$ cat config.mk
export PLATFORM = sky130hd
export DESIGN_NAME = execute_stage
export DESIGN_NICKNAME = d
export VERILOG_FILES = /design/src/source/exec_pkg.sv /design/src/source/exec_alu.sv /design/src/source/branch_resolve.sv /design/src/source/main_pipe.sv /design/src/source/deputy_pipe.sv /design/src/source/execute_stage.sv
export SDC_FILE = /design/constraint.sdc
export NUM_CORES = 2
export LEC_CHECK = 0
export BUFFER_PORTS_ARGS = -buffer_cell sky130_fd_sc_hd__buf_2
export CAP_MARGIN = 30
export CORE_MARGIN = 5
export CORE_UTILIZATION = 40
export CTS_BUF_LIST = sky130_fd_sc_hd__clkbuf_4 sky130_fd_sc_hd__clkbuf_8 sky130_fd_sc_hd__clkbuf_16
export DETAILED_ROUTE_END_ITERATION = 12
export SYNTH_ARGS = -nofsm -noshare
export SYNTH_HDL_FRONTEND = slang
export SYNTH_SLANG_ARGS = --single-unit
$ cat constraint.sdc
create_clock -name clk -period 19.1 [get_ports clk]
set_input_delay 1.91 -clock clk [delete_from_list [all_inputs] [get_ports clk]]
set_output_delay 1.91 -clock clk [all_outputs]
set_load 0.005 [all_outputs]
$ cat src/source/exec_pkg.sv
package exec_pkg;

    // issue slots per cycle
    localparam int issue_width = 2;

    localparam int word_width     = 32;
    localparam int addr_width     = 32;
    localparam int reg_addr_width = 5;
    localparam int cnt_width      = 64;
    localparam int shamt_width    = 5;

    // byte distance to the next instruction
    localparam int pc_step = 4;

    typedef logic [word_width-1:0]     word_t;
    typedef logic [addr_width-1:0]     addr_t;
    typedef logic [reg_addr_width-1:0] reg_addr_t;
    typedef logic [cnt_width-1:0]      cnt_t;

    typedef enum logic [4:0] {
        op_nop,
        op_add,
        op_sub,
        op_and,
        op_or,
        op_xor,
        op_sll,
        op_srl,
        op_sra,
        op_slt,
        op_sltu,
        op_lui,
        op_beq,
        op_bne,
        op_blt,
        op_bge,
        op_jal,
        op_jalr,
        op_load,
        op_store,
        op_rdcnt_lo,
        op_rdcnt_hi
    } alu_op_e;

    typedef struct packed {
        logic      valid;
        addr_t     pc;
        alu_op_e   op;
        word_t     src_a;
        word_t     src_b;
        word_t     imm;
        reg_addr_t rd_addr;
        logic      rd_we;
    } dispatch_ex_t;

    typedef struct packed {
        logic      valid;
        addr_t     pc;
        reg_addr_t rd_addr;
        logic      rd_we;
        word_t     rd_data;
        logic      mem_req;
        logic      mem_we;
        addr_t     mem_addr;
        word_t     mem_wdata;
    } ex_mem_t;

    typedef struct packed {
        logic      we;
        reg_addr_t addr;
        word_t     data;
    } reg_fwd_t;

    typedef struct packed {
        logic  taken;
        addr_t target;
    } redirect_t;

    // ops that only the main pipe can execute
    function automatic logic is_mem_or_cnt(alu_op_e op);
        return op inside {op_load, op_store, op_rdcnt_lo, op_rdcnt_hi};
    endfunction

endpackage

$ cat src/source/exec_alu.sv
`timescale 1ns/1ps

module exec_alu (
    input  exec_pkg::alu_op_e op_i,
    input  exec_pkg::word_t   a_i,
    input  exec_pkg::word_t   b_i,
    output exec_pkg::word_t   result_o
);

    logic [exec_pkg::shamt_width-1:0] shamt;
    logic                             lt_signed;
    logic                             lt_unsigned;

    assign shamt       = b_i[exec_pkg::shamt_width-1:0];
    assign lt_signed   = $signed(a_i) < $signed(b_i);
    assign lt_unsigned = a_i < b_i;

    always_comb begin
        case (op_i)
            exec_pkg::op_add: begin
                result_o = a_i + b_i;
            end
            exec_pkg::op_sub: begin
                result_o = a_i - b_i;
            end
            exec_pkg::op_and: begin
                result_o = a_i & b_i;
            end
            exec_pkg::op_or: begin
                result_o = a_i | b_i;
            end
            exec_pkg::op_xor: begin
                result_o = a_i ^ b_i;
            end
            exec_pkg::op_sll: begin
                result_o = a_i << shamt;
            end
            exec_pkg::op_srl: begin
                result_o = a_i >> shamt;
            end
            exec_pkg::op_sra: begin
                result_o = exec_pkg::word_t'($signed(a_i) >>> shamt);
            end
            exec_pkg::op_slt: begin
                result_o = {{(exec_pkg::word_width-1){1'b0}}, lt_signed};
            end
            exec_pkg::op_sltu: begin
                result_o = {{(exec_pkg::word_width-1){1'b0}}, lt_unsigned};
            end
            // operand b carries the immediate here
            exec_pkg::op_lui: begin
                result_o = b_i;
            end
            default: begin
                result_o = '0;
            end
        endcase
    end

endmodule

$ cat src/source/branch_resolve.sv
`timescale 1ns/1ps

module branch_resolve (
    input  logic                valid_i,
    input  exec_pkg::alu_op_e   op_i,
    input  exec_pkg::addr_t     pc_i,
    input  exec_pkg::word_t     a_i,
    input  exec_pkg::word_t     b_i,
    input  exec_pkg::word_t     imm_i,
    output exec_pkg::redirect_t redirect_o,
    output exec_pkg::word_t     link_o
);

    logic            cond;
    exec_pkg::addr_t target;

    always_comb begin
        case (op_i)
            exec_pkg::op_beq:  cond = a_i == b_i;
            exec_pkg::op_bne:  cond = a_i != b_i;
            exec_pkg::op_blt:  cond = $signed(a_i) < $signed(b_i);
            exec_pkg::op_bge:  cond = $signed(a_i) >= $signed(b_i);
            exec_pkg::op_jal:  cond = 1'b1;
            exec_pkg::op_jalr: cond = 1'b1;
            default:           cond = 1'b0;
        endcase
    end

    // jalr is register relative, everything else pc relative
    always_comb begin
        if (op_i == exec_pkg::op_jalr) begin
            target = (a_i + imm_i) & ~exec_pkg::addr_t'(1);
        end else begin
            target = pc_i + imm_i;
        end
    end

    assign redirect_o.taken  = valid_i & cond;
    assign redirect_o.target = redirect_o.taken ? target : '0;
    assign link_o            = pc_i + exec_pkg::word_t'(exec_pkg::pc_step);

    // targets must stay halfword aligned at least
    always_comb begin
        if (redirect_o.taken) begin
            assert (redirect_o.target[0] == 1'b0)
                else $error("branch_resolve: odd redirect target %h", redirect_o.target);
        end
    end

endmodule

$ cat src/source/main_pipe.sv
`timescale 1ns/1ps

module main_pipe (
    input  logic                   clk,
    input  exec_pkg::dispatch_ex_t ex_i,
    input  exec_pkg::cnt_t         cnt_i,
    output exec_pkg::ex_mem_t      result_o,
    output exec_pkg::redirect_t    redirect_o
);

    exec_pkg::word_t alu_b;
    exec_pkg::word_t alu_result;
    exec_pkg::word_t link;
    logic            is_load;
    logic            is_store;

    assign alu_b = (ex_i.op == exec_pkg::op_lui) ? ex_i.imm : ex_i.src_b;

    exec_alu u_alu (
        .op_i     (ex_i.op),
        .a_i      (ex_i.src_a),
        .b_i      (alu_b),
        .result_o (alu_result)
    );

    branch_resolve u_branch (
        .valid_i    (ex_i.valid),
        .op_i       (ex_i.op),
        .pc_i       (ex_i.pc),
        .a_i        (ex_i.src_a),
        .b_i        (ex_i.src_b),
        .imm_i      (ex_i.imm),
        .redirect_o (redirect_o),
        .link_o     (link)
    );

    assign is_load  = ex_i.op == exec_pkg::op_load;
    assign is_store = ex_i.op == exec_pkg::op_store;

    always_comb begin
        result_o         = '0;
        result_o.valid   = ex_i.valid;
        result_o.pc      = ex_i.pc;
        result_o.rd_addr = ex_i.rd_addr;
        result_o.rd_we   = ex_i.valid & ex_i.rd_we;

        case (ex_i.op)
            exec_pkg::op_jal, exec_pkg::op_jalr: begin
                result_o.rd_data = link;
            end
            exec_pkg::op_rdcnt_lo: begin
                result_o.rd_data = cnt_i[exec_pkg::word_width-1:0];
            end
            exec_pkg::op_rdcnt_hi: begin
                result_o.rd_data = cnt_i[exec_pkg::cnt_width-1:exec_pkg::word_width];
            end
            default: begin
                result_o.rd_data = alu_result;
            end
        endcase

        // load/store request
        result_o.mem_req = ex_i.valid & (is_load | is_store);
        result_o.mem_we  = ex_i.valid & is_store;
        if (result_o.mem_req) begin
            result_o.mem_addr  = ex_i.src_a + ex_i.imm;
            result_o.mem_wdata = ex_i.src_b;
        end
    end

    // a memory op never resolves as a branch
    assert property (@(posedge clk)
        result_o.mem_req |-> !redirect_o.taken)
        else $error("main_pipe: memory request together with a redirect");

endmodule

$ cat src/source/deputy_pipe.sv
`timescale 1ns/1ps

module deputy_pipe (
    input  exec_pkg::dispatch_ex_t ex_i,
    output exec_pkg::ex_mem_t      result_o,
    output exec_pkg::redirect_t    redirect_o
);

    exec_pkg::word_t alu_b;
    exec_pkg::word_t alu_result;
    exec_pkg::word_t link;
    logic            is_jump;

    assign alu_b = (ex_i.op == exec_pkg::op_lui) ? ex_i.imm : ex_i.src_b;

    exec_alu u_alu (
        .op_i     (ex_i.op),
        .a_i      (ex_i.src_a),
        .b_i      (alu_b),
        .result_o (alu_result)
    );

    branch_resolve u_branch (
        .valid_i    (ex_i.valid),
        .op_i       (ex_i.op),
        .pc_i       (ex_i.pc),
        .a_i        (ex_i.src_a),
        .b_i        (ex_i.src_b),
        .imm_i      (ex_i.imm),
        .redirect_o (redirect_o),
        .link_o     (link)
    );

    assign is_jump = ex_i.op inside {exec_pkg::op_jal, exec_pkg::op_jalr};

    // no memory path on this pipe
    always_comb begin
        result_o         = '0;
        result_o.valid   = ex_i.valid;
        result_o.pc      = ex_i.pc;
        result_o.rd_addr = ex_i.rd_addr;
        result_o.rd_we   = ex_i.valid & ex_i.rd_we;
        result_o.rd_data = is_jump ? link : alu_result;
    end

endmodule

$ cat src/source/execute_stage.sv
`timescale 1ns/1ps

module execute_stage (
    input  logic                                              clk,
    input  logic                                              arst_n_i,
    input  logic                                              flush_i,
    input  logic                                              pause_i,
    input  exec_pkg::dispatch_ex_t [exec_pkg::issue_width-1:0] ex_i,
    output exec_pkg::ex_mem_t      [exec_pkg::issue_width-1:0] mem_o,
    output exec_pkg::reg_fwd_t     [exec_pkg::issue_width-1:0] fwd_o,
    output logic                                              branch_flush_o,
    output exec_pkg::addr_t                                   branch_target_o
);

    exec_pkg::dispatch_ex_t [exec_pkg::issue_width-1:0] slot;
    exec_pkg::dispatch_ex_t                             main_ex;
    exec_pkg::dispatch_ex_t                             deputy_ex;
    logic                                               swap;

    exec_pkg::ex_mem_t   [exec_pkg::issue_width-1:0] pipe_res;
    exec_pkg::redirect_t [exec_pkg::issue_width-1:0] redir;

    logic                main_older;
    exec_pkg::redirect_t older_redir;
    exec_pkg::redirect_t younger_redir;

    exec_pkg::ex_mem_t [exec_pkg::issue_width-1:0] mem_d;
    exec_pkg::ex_mem_t [exec_pkg::issue_width-1:0] mem_q;

    exec_pkg::cnt_t cnt_q;

    // an invalid slot behaves as a nop
    for (genvar i = 0; i < exec_pkg::issue_width; i++) begin : g_slot
        assign slot[i] = ex_i[i].valid ? ex_i[i] : '0;
    end

    // memory and counter ops must land on the main pipe
    assign swap      = exec_pkg::is_mem_or_cnt(slot[1].op);
    assign main_ex   = swap ? slot[1] : slot[0];
    assign deputy_ex = swap ? slot[0] : slot[1];

    // free running, paused cycles included
    always_ff @(posedge clk or negedge arst_n_i) begin
        if (!arst_n_i) begin
            cnt_q <= '0;
        end else begin
            cnt_q <= cnt_q + exec_pkg::cnt_t'(1);
        end
    end

    main_pipe u_main_pipe (
        .clk        (clk),
        .ex_i       (main_ex),
        .cnt_i      (cnt_q),
        .result_o   (pipe_res[0]),
        .redirect_o (redir[0])
    );

    deputy_pipe u_deputy_pipe (
        .ex_i       (deputy_ex),
        .result_o   (pipe_res[1]),
        .redirect_o (redir[1])
    );

    // forwarding sees results before any squash
    for (genvar i = 0; i < exec_pkg::issue_width; i++) begin : g_fwd
        assign fwd_o[i].we   = pipe_res[i].rd_we;
        assign fwd_o[i].addr = pipe_res[i].rd_addr;
        assign fwd_o[i].data = pipe_res[i].rd_data;
    end

    // program order by pc
    assign main_older    = main_ex.pc < deputy_ex.pc;
    assign older_redir   = main_older ? redir[0] : redir[1];
    assign younger_redir = main_older ? redir[1] : redir[0];

    assign branch_flush_o = older_redir.taken | younger_redir.taken;

    always_comb begin
        if (older_redir.taken) begin
            branch_target_o = older_redir.target;
        end else if (younger_redir.taken) begin
            branch_target_o = younger_redir.target;
        end else begin
            branch_target_o = '0;
        end
    end

    // taken older branch kills the younger one
    always_comb begin
        mem_d = pipe_res;
        if (older_redir.taken) begin
            if (main_older) begin
                mem_d[1] = '0;
            end else begin
                mem_d[0] = '0;
            end
        end
    end

    always_ff @(posedge clk or negedge arst_n_i) begin
        if (!arst_n_i) begin
            mem_q <= '0;
        end else if (flush_i) begin
            mem_q <= '0;
        end else if (!pause_i) begin
            mem_q <= mem_d;
        end
    end

    assign mem_o = mem_q;

    assert property (@(posedge clk) disable iff (!arst_n_i)
        !(ex_i[0].valid && ex_i[1].valid
          && exec_pkg::is_mem_or_cnt(ex_i[0].op)
          && exec_pkg::is_mem_or_cnt(ex_i[1].op)))
        else $error("execute_stage: two memory or counter ops in one pair");

    assert property (@(posedge clk) disable iff (!arst_n_i) !mem_o[1].mem_req)
        else $error("execute_stage: memory request on the deputy pipe");

endmodule

After elaboration in Yosys (flattened, before gate mapping)
Index checks and enable logic that the tools add are counted.
- output and inout port bits: 383
- flip-flop bits (word level): 338
- word-level logic and storage cells: 136
- muxes and demuxes: 26
- shifts and indexed selects: 6
- eq/ne operators: 47
- add/subtract/negate cells: 11
- reduce and logical (&&, ||, !) cells: 4
- bitwise logic cells: 14
- $lt $le $gt $ge: 9
- operators by type and width (kind ; number):
    274-bit two-way mux ; 3
    32-bit case mux with 11 select lines ; 2
    140-bit two-way mux ; 4
    32-bit two-way mux ; 9
    137-bit two-way mux ; 2
    32-bit < comparator ; 7
    32-bit adder ; 6
    32-bit case mux with 3 select lines ; 1
    5-bit by 4-bit == test with 1-bit output, second input constant ; 16
    33-bit two-way mux ; 2
    32-bit by 3-bit adder with 32-bit output, second input constant ; 2
    64-bit by 1-bit adder with 64-bit output, second input constant ; 1
    32-bit AND ; 2
    32-bit == test ; 2
    32-bit >= comparator ; 2
    64-bit two-way mux ; 1
    32-bit inequality test ; 2
    32-bit bitwise OR ; 2
    32-bit by 5-bit << shifter with 32-bit output ; 2
    32-bit by 5-bit right shift with 32-bit output ; 2
    32-bit by 5-bit >>> shifter with 32-bit output ; 2
    32-bit subtractor ; 2
    32-bit bitwise XOR ; 2
    5-bit == test, second input constant ; 12
    10 further kinds ; 29

Logic depth before layout (Yosys ltp)
- depth in word-level cells: 13
- mapped depth: 30
- depth with buffers taken out: 19

By module
Synthesis repeated with hierarchy kept, for this count alone.
- cells, all modules: 6444
- area, all modules: 50170.6 sq um
- by module, submodules not included (module ; times used ; cells an instance ; seq. area each (sq um) ; area an instance (sq um)):
    execute_stage ; 1 ; 1711 ; 8458.1 ; 17245.3
    branch_resolve ; 2 ; 721 ; 0.0 ; 5001.0
    exec_alu (u_deputy_pipe.u_alu) ; 1 ; 1249 ; 0.0 ; 8795.9
    exec_alu (u_main_pipe.u_alu) ; 1 ; 1280 ; 0.0 ; 8713.4
    main_pipe ; 1 ; 583 ; 0.0 ; 3796.1
    deputy_pipe ; 1 ; 179 ; 0.0 ; 1617.8

Worst setup path before layout
OpenSTA, ideal clock, no wires.
- path kind: input -> output
- start point: in ex_i[279] (netlist bit)
- end point: out fwd_o[66] (netlist bit)
- arrival: 7389 ps
- required time: 17190 ps
- setup slack: 9801 ps
- cell stages on the path: 29
- cells stage by stage: buf_2 -> and3b_1 -> buf_2 -> nand2_2 -> buf_6 -> buf_6 -> buf_6 -> buf_2 -> buf_6 -> buf_2 -> buf_1 -> clkbuf_1 -> clkbuf_1 -> nand3_1 -> o21ai_0 -> inv_1 -> a21boi_0 -> ha_1 -> clkbuf_1 -> nor4b_1 -> o211ai_1 -> o211ai_1 -> a211oi_1 -> o21ai_0 -> and3_1 -> o41ai_2 -> o31a_1 -> o211ai_1 -> a2111o_1
- RTL lines (element ; line ; text):
    start, declared ; execute_stage.sv:8 ; input exec_pkg::dispatch_ex_t [exec_pkg::issue_width-1:0] ex_i,
    end, declared ; execute_stage.sv:10 ; output exec_pkg::reg_fwd_t [exec_pkg::issue_width-1:0] fwd_o,

==> metrics <==
DIE WIDTH=approximately 350 um; global-route wire length before repair=around 420 mm; #FFs+latches synth=~270; Remaining DRCs=0; Placeable Area=between 0.1 and 0.15 sq mm; Worst-Skew Late Latency=roughly 660 ps; maximum VDD drop=~0.064 mV; Vias/cell=~7.0; Fmax achieved=approximately 0.09 GHz; synth warn=0; Fin Clk Skew=between 40 and 50 ps; dpl cells=8261; placed cell areas=a little over 0.05 sq mm; sw frac=0.486; IO Port Bufs=600; worst setup path category=input port to output pin; # fillers=approximately 12000; Final Max Slew Viols=0; Clk pin slew, worst setup/hold paths=roughly 50 ps; HPWL after DPL=between 200 and 250 mm; layout cells sized above 1=0.161; switching power=about 1.5 mW; initial DRC count=between 9000 and 10000; Max Fanout on Critical Path=approximately 120; Synth Cell Area=around 0.046 sq mm; wire per inst=between 30 and 40 um; Worst setup SP type=input port; setup TNS=0 ps; vias in the first global route=about 53000; Total Wirelength=approximately 310 mm; Setup violations, final=0; GR Overflow Total=0; Post-synth ARST share=1.00; RSZ-0062 raised after global routing=no; Pint=about 1.6 mW; Netlist cell types=between 100 and 150; Root Buffer=clkbuf_16; r2r setup slk=about 16000 ps; Setup Buffers After CTS=0; leak pwr=between 20 and 25 nW; post-layout min period=about 11000 ps; TritonCTS clock tree=done; io pins=~670; CTS H-tree lvls=2; relative slew slack=0.201; post-layout instance area=0.0519 sq mm; part of the power in registers=0.197; row cnt=between 100 and 150; Num CTS Buffers=39; CTS Sinks=around 270; final net count=about 7500; synth-to-layout area growth=13.9%; Hold WC Path Type=flip-flop to flip-flop; total track usage=0.482; worst slew pin tran=around 1200 ps; total power=around 3.1 mW; Finished Layout Cells=around 8400; Starting Density=0.404; CTS max path bufs=3; Pwr Density=approximately 60 mW/mm^2; routability cong.=1.12; Antenna Violating Nets Remaining=0; Final Hold Fails=0; pin count of the biggest net entering global routing=about 190; WP data arrival=just over 9000 ps; register area share after synthesis=0.149; hold_buf cts=0; Cells after Synth=about 6400; max-cap violations=0; initial antenna violation count=23; Post-CTS Resized=0; DR pass1 iterations=7; syn avg cell area=a little over 7 sq um; Place WS=just over 8000 ps; combinational share of power=0.516; number of synthesized flops with an enable pin=0; die area=about 0.12 sq mm; ys flop type=dfrtp_1; Clock Power Share=0.287; Die Ht=approximately 350 um; vias=between 50000 and 60000; crit share post-route=0.588; CP Data Required Time=about 17000 ps; status=completed; PnR worst setup slack=between 7000 and 8000 ps; CP Capture Type=output pin
-- layer usage --
layer | GRT usage | vias up | part of all wire
met2 | 0.694 | 4739 | 0.40
met4 | 0.392 | 8 | 0.11
met3 | 0.134 | 1066 | 0.13
met5 | 0 | - | 0.00015
met1 | 0.600 | 28000 | 0.37
li1 | - | 24300 | -
-- placed cells by master, fill, tap and decap left out, drive strengths merged, types with 29 or more instances in the layout --
cell type,instances
o22ai,73
inv,326
and2,31
nor3,125
xor2,68
nand4,68
o2111ai,30
buf,833
a21oi,550
o211ai,98
a21o,126
conb,66
nor4,44
o21bai,52
mux2,36
a22o,113
o31ai,31
nand2,695
a22oi,42
a221o,29
o21a,67
nor2,505
dfrtp,272
ha,428
nand2b,45
nand3,262
nor2b,35
clkbuf,49
xnor2,168
a211oi,82
mux2i,227
or3,43
a221oi,68
o21ai,598
o221ai,43
and3,60
a31oi,64
-- sequential cells by signal, indices dropped and copies added, names as in the netlist --
name and cells:
cnt_q 64, mem_o 208
-- worst max-delay path: stages --
cell and delay [ps]:
buf_6 200, and3b_2 310, nand2_8 580, buf_4 820, buf_4 790, nand3_1 140
o21ai_0 280, nor2_1 90, a21oi_1 270, ha_1 500, o21bai_1 190, a21oi_1 90
a211oi_1 600, o21ai_0 420, and3_1 300, o41ai_2 700, o31a_1 190, o211ai_1 120
a2111o_1 530, buf_2 160
-- final cells by class --
| class | instances | area [sq um] | area share |
|---|---|---|---|
| clock buffer | 45 | 1050 | 0.0203 |
| multi-input combinational | 5333 | 35700 | 0.687 |
| inverter | 327 | 1230 | 0.0237 |
| clock inverter | 25 | 419 | 0.00807 |
| timing repair buffer | 837 | 4840 | 0.0933 |
| tap | 1500 | 1880 | 0.0361 |
| sequential | 272 | 6810 | 0.131 |
| antenna | 15 | 37.5 | 0.000723 |
-- metrics by stage --
| step | hold WS (ps) | util |
|---|---|---|
| 2_1_floorplan | 443 | - |
| 3_3_place_gp | 455 | 0.445 |
| 3_5_place_dp | 458 | 0.446 |
| 4_1_cts | 470 | 0.459 |
| 5_1_grt | 486 | 0.460 |
| 6_report | 471 | 0.460 |
-- power groups by stage --
stage	clock (mW)	combinational (mW)	sequential (mW)
2_1_floorplan	0	0.850	0.615
3_3_place_gp	0	1.50	0.616
3_5_place_dp	0	1.50	0.616
4_1_cts	0.886	1.50	0.606
5_1_grt	0.903	1.63	0.608
6_report	0.883	1.59	0.607
-- cell families (layout without fill, tap and decap cells) --
logic type,after synthesis,after routing,synth area share
other,1,81,0.0000823
adders and majority gates,438,438,0.121
muxes,289,289,0.0726
xor gates and xnor gates,236,236,0.0457
DFF,272,272,0.149
and+or+nand+nor,1999,1999,0.202
AOI/OAI and AO/OA,2305,2305,0.331
buffers and inverters,817,1234,0.0782
-- synth_stat cells, drive strengths merged, types with 52 or more instances --
cell type  instances  area [sq um]
a211oi            82           616
a21o             126           946
a21oi            550          2770
a221oi            68           596
a22o             113           990
a31oi             64           413
and3              60           375
buf              235          1380
clkbuf           255           957
dfrtp            272          6810
ha               428          5360
inv              321          1210
mux2i            227          2320
nand2            695          2610
nand3            262          1310
nand4             68           425
nor2             505          1910
nor3             125           631
o211ai            98           736
o21a              67           503
o21ai            598          3000
o21bai            52           390
o22ai             73           457
xnor2            168          1480
xor2              68           603
-- path summary, 6_finish.rpt --
check	to	from	cells past startpoint
setup / recovery	fwd_o[66]	ex_i[279]	20
hold / removal	mem_o[269]	mem_o[269]	2
min in group asynchronous	mem_o[262]	arst_n_i	1
setup reg to reg	cnt_q[63]	cnt_q[17]	10
max in group asynchronous	mem_o[69]	arst_n_i	2
hold reg to reg	mem_o[269]	mem_o[269]	2
No activity file was read; power rests on OpenSTA's default activity.
